==> config.mk <==
export PLATFORM = sky130hd
export DESIGN_NAME = dmaTop
export DESIGN_NICKNAME = d
export VERILOG_FILES = /design/src/dmaPkg.sv /design/src/dmaChannelFsm.sv /design/src/dmaAddrPath.sv /design/src/dmaStartTrigger.sv /design/src/dmaPriority.sv /design/src/dmaTop.sv
export SDC_FILE = /design/constraint.sdc
export NUM_CORES = 2
export LEC_CHECK = 0
export BUFFER_PORTS_ARGS = -buffer_cell sky130_fd_sc_hd__buf_4
export CAP_MARGIN = 5
export CORE_AREA = 3 3 269 377
export CTS_BUF_LIST = sky130_fd_sc_hd__clkbuf_4
export CTS_CLUSTER_DIAMETER = 60
export CTS_CLUSTER_SIZE = 8
export DETAILED_ROUTE_END_ITERATION = 16
export DIE_AREA = 0 0 272 380
export GPL_TIMING_DRIVEN = 0
export MAX_ROUTING_LAYER = met4
export SETUP_SLACK_MARGIN = 0.05
export SLEW_MARGIN = 10
export SYNTH_ARGS = -nofsm -noshare
export SYNTH_HDL_FRONTEND = slang
export SYNTH_SLANG_ARGS = --single-unit
==> constraint.sdc <==
create_clock -name clk -period 6.91 [get_ports clk]
set_input_delay 1.382 -clock clk [delete_from_list [all_inputs] [get_ports clk]]
set_output_delay 1.382 -clock clk [all_outputs]
set_load 0.05 [all_outputs]
==> src/dmaPkg.sv <==
package dmaPkg;

  // channel count and bus widths
  localparam int NumChannels = 4;
  localparam int AddrWidth   = 32;
  localparam int DataWidth   = 32;
  localparam int CountWidth  = 14;
  localparam int CtlWidth    = 16;

  // control word layout
  localparam int CtlEnableBit = 15;
  localparam int CtlIrqBit    = 14;
  localparam int CtlTimingLsb = 12;  // 2 bits
  localparam int CtlWordBit   = 10;
  localparam int CtlRepeatBit = 9;
  localparam int CtlSrcLsb    = 7;   // 2 bits
  localparam int CtlDstLsb    = 5;   // 2 bits

  // display timing points used as start triggers
  localparam int HblankDot  = 240;
  localparam int VblankLine = 160;

  typedef enum logic [2:0] {
    Off,
    Idle,
    Queued,     // start seen, waiting for the bus
    Read,
    Write,
    Preempted   // lost the bus to a lower channel between words
  } dmaState;

  typedef enum logic [1:0] {
    AddrInc       = 2'd0,
    AddrDec       = 2'd1,
    AddrFixed     = 2'd2,
    AddrIncReload = 2'd3
  } addrCtl;

  typedef enum logic [1:0] {
    StartNow     = 2'd0,
    StartVblank  = 2'd1,
    StartHblank  = 2'd2,
    StartSpecial = 2'd3
  } startTiming;

  // encoding matches the memory port size field
  typedef enum logic [1:0] {
    SizeHalf = 2'd1,
    SizeWord = 2'd2
  } xferSize;

endpackage

==> src/dmaChannelFsm.sv <==
module dmaChannelFsm
  import dmaPkg::*;
(
  input  logic clk,
  input  logic rst_b,
  input  logic enable,
  input  logic start,
  input  logic repeatMode,
  input  logic irqEnable,
  input  logic memDone,
  input  logic preempted,
  input  logic allowedToBegin,
  input  logic xferDone,
  output logic loadAddr,
  output logic stepSrc,
  output logic stepDst,
  output logic storeData,
  output logic reloadCount,
  output logic active,
  output logic write,
  output logic midWord,
  output logic irq,
  output logic disableDma
);
  dmaState state;
  dmaState nextState;
  logic    canBegin;

  assign canBegin = allowedToBegin & ~preempted;

  // the bus belongs to this channel from its read until its write completes
  assign midWord = (state == Read) || (state == Write);
  assign write   = (state == Write);

  // a pending channel claims the bus too, so higher channels yield after their write
  assign active = midWord || (state == Queued) || (state == Preempted) ||
                  ((state == Idle) && enable && start);

  always_ff @(posedge clk or negedge rst_b) begin
    if (!rst_b)
      state <= Off;
    else
      state <= nextState;
  end

  always_comb begin
    nextState   = state;
    loadAddr    = 1'b0;
    stepSrc     = 1'b0;
    stepDst     = 1'b0;
    storeData   = 1'b0;
    reloadCount = 1'b0;
    irq         = 1'b0;
    disableDma  = 1'b0;
    case (state)
      Off: begin
        if (enable) begin
          loadAddr  = 1'b1;
          nextState = Idle;
        end
      end
      Idle: begin
        if (!enable)
          nextState = Off;
        else if (start)
          nextState = canBegin ? Read : Queued;
      end
      Queued, Preempted: begin
        if (!enable)
          nextState = Off;
        else if (canBegin)
          nextState = Read;
      end
      Read: begin
        if (memDone) begin
          storeData = 1'b1;
          stepSrc   = 1'b1;  // also counts the word
          nextState = Write;
        end
      end
      Write: begin
        if (memDone) begin
          stepDst = 1'b1;
          if (xferDone) begin
            irq = irqEnable;
            if (repeatMode) begin
              reloadCount = 1'b1;
              nextState   = Idle;
            end else begin
              disableDma = 1'b1;
              nextState  = Off;
            end
          end else if (preempted) begin
            nextState = Preempted;
          end else begin
            nextState = Read;
          end
        end
      end
      default: nextState = Off;
    endcase
  end

endmodule

==> src/dmaAddrPath.sv <==
module dmaAddrPath
  import dmaPkg::*;
(
  input  logic                  clk,
  input  logic                  rst_b,
  input  logic [AddrWidth-1:0]  srcAddr,
  input  logic [AddrWidth-1:0]  dstAddr,
  input  logic [CountWidth-1:0] wordCount,
  input  addrCtl                srcCtl,
  input  addrCtl                dstCtl,
  input  logic                  wordMode,
  input  logic                  loadAddr,
  input  logic                  stepSrc,
  input  logic                  stepDst,
  input  logic                  storeData,
  input  logic                  reloadCount,
  input  logic                  write,
  input  logic [DataWidth-1:0]  rdata,
  output logic [AddrWidth-1:0]  reqAddr,
  output logic [DataWidth-1:0]  reqWdata,
  output xferSize               reqSize,
  output logic                  xferDone
);
  logic [AddrWidth-1:0] curSrc;
  logic [AddrWidth-1:0] curDst;
  logic [AddrWidth-1:0] stepSize;
  logic [DataWidth-1:0] readData;
  logic [CountWidth:0]  wordsDone;   // one extra bit, a count of 0 means 2^CountWidth
  logic [CountWidth:0]  wordTarget;
  logic                 reloadDst;

  function automatic logic [AddrWidth-1:0] nextAddr(input logic [AddrWidth-1:0] addr,
                                                    input addrCtl ctl,
                                                    input logic [AddrWidth-1:0] step);
    case (ctl)
      AddrDec:   return addr - step;
      AddrFixed: return addr;
      default:   return addr + step;  // inc and inc-reload
    endcase
  endfunction

  assign stepSize  = wordMode ? AddrWidth'(4) : AddrWidth'(2);
  assign reloadDst = reloadCount && (dstCtl == AddrIncReload);

  always_ff @(posedge clk) begin
    if (loadAddr)
      curSrc <= srcAddr;
    else if (stepSrc)
      curSrc <= nextAddr(curSrc, srcCtl, stepSize);

    if (loadAddr || reloadDst)
      curDst <= dstAddr;
    else if (stepDst)
      curDst <= nextAddr(curDst, dstCtl, stepSize);

    if (storeData)
      readData <= rdata;
  end

  always_ff @(posedge clk or negedge rst_b) begin
    if (!rst_b)
      wordsDone <= '0;
    else if (loadAddr || reloadCount)
      wordsDone <= '0;
    else if (stepSrc)
      wordsDone <= wordsDone + 1'b1;
  end

  assign wordTarget = (wordCount == '0) ? {1'b1, {CountWidth{1'b0}}} : {1'b0, wordCount};
  assign xferDone   = (wordsDone == wordTarget);

  assign reqAddr = write ? curDst : curSrc;
  assign reqSize = wordMode ? SizeWord : SizeHalf;

  // a halfword going to the upper half of a word rides in the upper lane
  always_comb begin
    reqWdata = readData;
    if (!wordMode && curDst[1])
      reqWdata[DataWidth-1 -: DataWidth/2] = readData[DataWidth/2-1:0];
  end

endmodule

==> src/dmaStartTrigger.sv <==
module dmaStartTrigger
  import dmaPkg::*;
(
  input  startTiming  timing,
  input  logic [15:0] hcount,
  input  logic [15:0] vcount,
  input  logic        cpuPreemptable,
  output logic        start
);
  logic timingHit;

  // only the low byte of each counter is compared
  always_comb begin
    case (timing)
      StartNow:    timingHit = 1'b1;
      StartVblank: timingHit = (vcount[7:0] == 8'(VblankLine));
      StartHblank: timingHit = (hcount[7:0] == 8'(HblankDot));
      default:     timingHit = 1'b0;  // special timing never fires
    endcase
  end

  // cpu must be at a point where the bus can be taken
  assign start = timingHit & cpuPreemptable;

endmodule

==> src/dmaPriority.sv <==
module dmaPriority
  import dmaPkg::*;
(
  input  logic [NumChannels-1:0] active,
  input  logic [NumChannels-1:0] midWord,
  input  logic [AddrWidth-1:0]   reqAddr [NumChannels],
  input  logic [DataWidth-1:0]   reqWdata [NumChannels],
  input  xferSize                reqSize [NumChannels],
  input  logic [NumChannels-1:0] reqWrite,
  output logic [NumChannels-1:0] preempted,
  output logic                   allowedToBegin,
  output logic                   memValid,
  output logic [AddrWidth-1:0]   memAddr,
  output logic                   memWrite,
  output logic [DataWidth-1:0]   memWdata,
  output xferSize                memSize,
  output logic                   busActive
);

  // lower index wins, so each channel yields to any active channel below it
  always_comb begin
    logic lowerActive;
    lowerActive = 1'b0;
    for (int i = 0; i < NumChannels; i++) begin
      preempted[i] = lowerActive;
      lowerActive  = lowerActive | active[i];
    end
  end

  assign allowedToBegin = ~|midWord;  // nobody starts while a word is in flight
  assign busActive      = |active;

  // only the channel holding the bus has a request out
  assign memValid = |midWord;

  always_comb begin
    memAddr  = '0;
    memWrite = 1'b0;
    memWdata = '0;
    memSize  = SizeWord;
    for (int i = NumChannels - 1; i >= 0; i--) begin
      if (midWord[i]) begin
        memAddr  = reqAddr[i];
        memWrite = reqWrite[i];
        memWdata = reqWdata[i];
        memSize  = reqSize[i];
      end
    end
  end

endmodule

==> src/dmaTop.sv <==
module dmaTop
  import dmaPkg::*;
(
  input  logic                   clk,
  input  logic                   rst_b,
  input  logic [AddrWidth-1:0]   srcAddr [NumChannels],
  input  logic [AddrWidth-1:0]   dstAddr [NumChannels],
  input  logic [CountWidth-1:0]  wordCount [NumChannels],
  input  logic [CtlWidth-1:0]    control [NumChannels],
  input  logic [15:0]            hcount,
  input  logic [15:0]            vcount,
  input  logic                   cpuPreemptable,
  input  logic                   memReady,
  input  logic [DataWidth-1:0]   rdata,
  output logic                   memValid,
  output logic [AddrWidth-1:0]   memAddr,
  output logic                   memWrite,
  output logic [DataWidth-1:0]   memWdata,
  output xferSize                memSize,
  output logic                   busActive,
  output logic [NumChannels-1:0] irq,
  output logic [NumChannels-1:0] disableDma
);
  logic [NumChannels-1:0] active;
  logic [NumChannels-1:0] midWord;
  logic [NumChannels-1:0] chanWrite;
  logic [NumChannels-1:0] preempted;
  logic [NumChannels-1:0] memDone;
  logic                   allowedToBegin;
  logic [AddrWidth-1:0]   reqAddr [NumChannels];
  logic [DataWidth-1:0]   reqWdata [NumChannels];
  xferSize                reqSize [NumChannels];

  for (genvar i = 0; i < NumChannels; i++) begin : gChan
    logic start;
    logic loadAddr;
    logic stepSrc;
    logic stepDst;
    logic storeData;
    logic reloadCount;
    logic xferDone;

    assign memDone[i] = memValid & memReady & midWord[i];  // handshake seen by the owner

    dmaStartTrigger u_trigger (
      .timing        (startTiming'(control[i][CtlTimingLsb +: 2])),
      .hcount        (hcount),
      .vcount        (vcount),
      .cpuPreemptable(cpuPreemptable),
      .start         (start)
    );

    dmaChannelFsm u_fsm (
      .clk           (clk),
      .rst_b         (rst_b),
      .enable        (control[i][CtlEnableBit]),
      .start         (start),
      .repeatMode    (control[i][CtlRepeatBit]),
      .irqEnable     (control[i][CtlIrqBit]),
      .memDone       (memDone[i]),
      .preempted     (preempted[i]),
      .allowedToBegin(allowedToBegin),
      .xferDone      (xferDone),
      .loadAddr      (loadAddr),
      .stepSrc       (stepSrc),
      .stepDst       (stepDst),
      .storeData     (storeData),
      .reloadCount   (reloadCount),
      .active        (active[i]),
      .write         (chanWrite[i]),
      .midWord       (midWord[i]),
      .irq           (irq[i]),
      .disableDma    (disableDma[i])
    );

    dmaAddrPath u_addr (
      .clk        (clk),
      .rst_b      (rst_b),
      .srcAddr    (srcAddr[i]),
      .dstAddr    (dstAddr[i]),
      .wordCount  (wordCount[i]),
      .srcCtl     (addrCtl'(control[i][CtlSrcLsb +: 2])),
      .dstCtl     (addrCtl'(control[i][CtlDstLsb +: 2])),
      .wordMode   (control[i][CtlWordBit]),
      .loadAddr   (loadAddr),
      .stepSrc    (stepSrc),
      .stepDst    (stepDst),
      .storeData  (storeData),
      .reloadCount(reloadCount),
      .write      (chanWrite[i]),
      .rdata      (rdata),
      .reqAddr    (reqAddr[i]),
      .reqWdata   (reqWdata[i]),
      .reqSize    (reqSize[i]),
      .xferDone   (xferDone)
    );
  end

  dmaPriority u_priority (
    .active        (active),
    .midWord       (midWord),
    .reqAddr       (reqAddr),
    .reqWdata      (reqWdata),
    .reqSize       (reqSize),
    .reqWrite      (chanWrite),
    .preempted     (preempted),
    .allowedToBegin(allowedToBegin),
    .memValid      (memValid),
    .memAddr       (memAddr),
    .memWrite      (memWrite),
    .memWdata      (memWdata),
    .memSize       (memSize),
    .busActive     (busActive)
  );

endmodule

==> flow_summary.toml <==
[outcome]
outcome = "complete, no violations"

[critical_path]
crit_chain = "clkbuf_1 > and3b_1 > buf_2 > nor2_1 > buf_2 > o21ai_0 > clkbuf_1 > clkbuf_2 > o21ai_0 > a221oi_2 > o21ai_0 > buf_4"
cp-startpoint = "gChan[2].u_fsm.state[1]"
cp_slowest_cell = "clkbuf_1"
worstPathRequired_ns = 5.53
worstPathMaxFanout = 10
path_buf_inv = 6
crit_family = "buffers and inverters"
crit_path_max_incr_delay_ns = 0.53
path_common_cell = "o21ai_0"
end_kind = "output port"
timing.rr.start = "gChan[0].u_fsm.state[2]"
crit_type = "reg -> out"
arrival_ns = 5.25
worstSetupStartpointType = "flop"

[detailed_routing]
first_pass_iters = 6
drt_wl_total_um = 134000
viasPerCell = 5.62
wl_per_cell_um = 23.8
drt_iter0_markers = 2384
drtAntennaViolNets = 0
post-route-drc-count = 0
vias = 31562

[timing]
skew_ns = 0.0858
final-hold-violation-count = 0
setup_viol = 0
rsz0062_at_grt = "false"
maxSlewViolCount = 0
worstMarginPinSlew_ns = 1.29
period_minus_slack_ns = 6.63
fin_crit_sh = 0.959
relSlewSlack = 0.140
clock.fmax_mhz = 151
fin_tns_setup_ns = 0

[grt]
grt-ovfl-total = 0
antenna_found_initial = 14
grt_max_degree = 73
groute.usage.overall = 0.257
grt_pass1_vias = 31244
grt_pass1_wl_um = 194000

[cts]
htreeDepth = 3
cts_sinks = 456
cts_buffers = 70
clkSlewWorstSetupHoldPaths_ns = 0.10
cts_hold_buf = 0
cts_root_buffer = "clkbuf_4"
cts_tree = "done"
cts_buffer_depth = 3
cts_resized = 6
post-cts-setup-buffers = 0
clk_latency_ns = 0.99

[synthesis]
synthFlopType = "edfxtp_1"
ys_async_sr_fraction = 0.158
synth_edf_count = 384
netlist_area_sq_mm = 0.0343
synth-warning-count = 0
ys_seq_area_frac = 0.389
postSynthAreaPerCell_sq_um = 9.32
syn_inst = 3680
synth-seq-cells = 456
ys_types = 93
syn_nets = 4384

[flow_run]
maxCapViolCount = 0

[pwr]
power_density_mw_per_mm2 = 431
total_power_mw = 17.6
net-switching-power_mw = 8.94
peakVddDrop_mv = 0.426
swShare = 0.507
seqPwrFrac = 0.278
p_leak_nw = 16.7
pwr-share-comb = 0.618
power_frac_clock = 0.104
power_report.internal_total_mw = 8.67

[layout]
fin_cells = 5618
drive_above_1_share = 0.166
nNetsFinal = 4954
register_area_sq_mm = 0.0133
area_growth_pct = 19.0
mostFrequentLayoutCell = "buf_4"
multiInputGateArea_sq_mm = 0.0202
most-common-layout-cells = "493 x buf_4, 384 x edfxtp_1, 371 x nand2_1, 345 x o21ai_0, 271 x a21oi_1"
fillers = 9972

[floorplan]
core_area_sq_mm = 0.0982
die_h_um = 380
start_util = 0.349
die_w_um = 272
num_io_pins = 521
die_area_sq_mm = 0.103
rows = 136

[placed_design]
dpl.cell_count = 5487
io_buffers = 479
gp_congestion = 0.963
hpwl_um = 107000

[min_path]
hold_path.class = "in -> async"
-- power groups by stage --
| stage | Combinational [mW] | Sequential, mW | Clock, mW |
|---|---|---|---|
| 6_report | 10.9 | 4.90 | 1.84 |
| 2_1_floorplan | 7.26 | 4.64 | 0 |
| 3_3_place_gp | 10.6 | 4.97 | 0 |
| 3_5_place_dp | 10.8 | 4.94 | 0 |
| 5_1_grt | 11.8 | 4.96 | 1.99 |
| 4_1_cts | 10.8 | 4.89 | 1.90 |
-- cell usage after synthesis, types with 55 or more instances --
library cell | number | area, sq um
mux2i_1 | 99 | 991
nand3_1 | 97 | 485
a21o_1 | 100 | 751
o21ai_1 | 55 | 275
dfrtp_1 | 72 | 1800
o21ai_0 | 346 | 1730
ha_1 | 260 | 3250
a21oi_1 | 271 | 1360
xnor2_1 | 170 | 1490
nor2_1 | 269 | 1010
clkbuf_1 | 124 | 465
inv_1 | 73 | 274
nand2_1 | 377 | 1420
nand2b_1 | 58 | 363
edfxtp_1 | 384 | 11500
xor2_1 | 164 | 1440
-- flip-flops by register name, indices dropped and copies added (netlist names) --
register	flops
gChan.u_addr.curDst	128
gChan.u_addr.curSrc	128
gChan.u_addr.readData	128
gChan.u_addr.wordsDone	60
gChan.u_fsm.state	12
-- routing by layer --
| metal | routed length [um] | global-route usage | share of wire |
|---|---|---|---|
| met1 | 53500 | 0.300 | 0.40 |
| met2 | 63700 | 0.421 | 0.48 |
| met3 | 10000 | 0.0532 | 0.075 |
| met4 | 6640 | 0.122 | 0.050 |
| met5 | 0 | - | 0 |
-- final timing paths --
check,to,slack (ns),cells past startpoint
worst max register to register,gChan[0].u_addr.curDst[13],2.26,11
max in group asynchronous,gChan[0].u_addr.wordsDone[8],5.67,1
worst min-delay path,gChan[0].u_fsm.state[0],0.58,1
worst min register to register,gChan[1].u_addr.wordsDone[14],0.59,2
min in group clk,gChan[1].u_addr.wordsDone[14],0.59,2
worst max-delay path,memAddr[26],0.28,12
-- cell families after synthesis --
group / share of synthesized area
xor+xnor: 0.0853
fa+ha+maj: 0.0948
simple gates: 0.154
compound gates: 0.220
flops: 0.389
buf+inv: 0.0272
mux: 0.0305
-- cell type report --
class	instances	share of cell area
multi-input combinational	2991	0.494
antenna	18	0.00110
tap	1311	0.0402
clock inverter	14	0.00297
inverter	74	0.00680
buffer	159	0.0161
timing repair buffer	498	0.0948
clock buffer	97	0.0178
sequential	456	0.326
-- metrics by stage --
stage / util / instance area [sq um] / setup WS (ns) / hold slack, ns
floorplan: - / 34300 / 1.23 / 0.526
global placement: 0.403 / 39600 / -2.43 / 0.550
detailed placement: 0.406 / 39900 / 0.386 / 0.574
CTS: 0.415 / 40800 / 0.109 / 0.452
global route: 0.416 / 40800 / 0.0940 / 0.517
finish: 0.416 / 40800 / 0.283 / 0.585
Note: power is estimated with default switching activity, not from simulation.
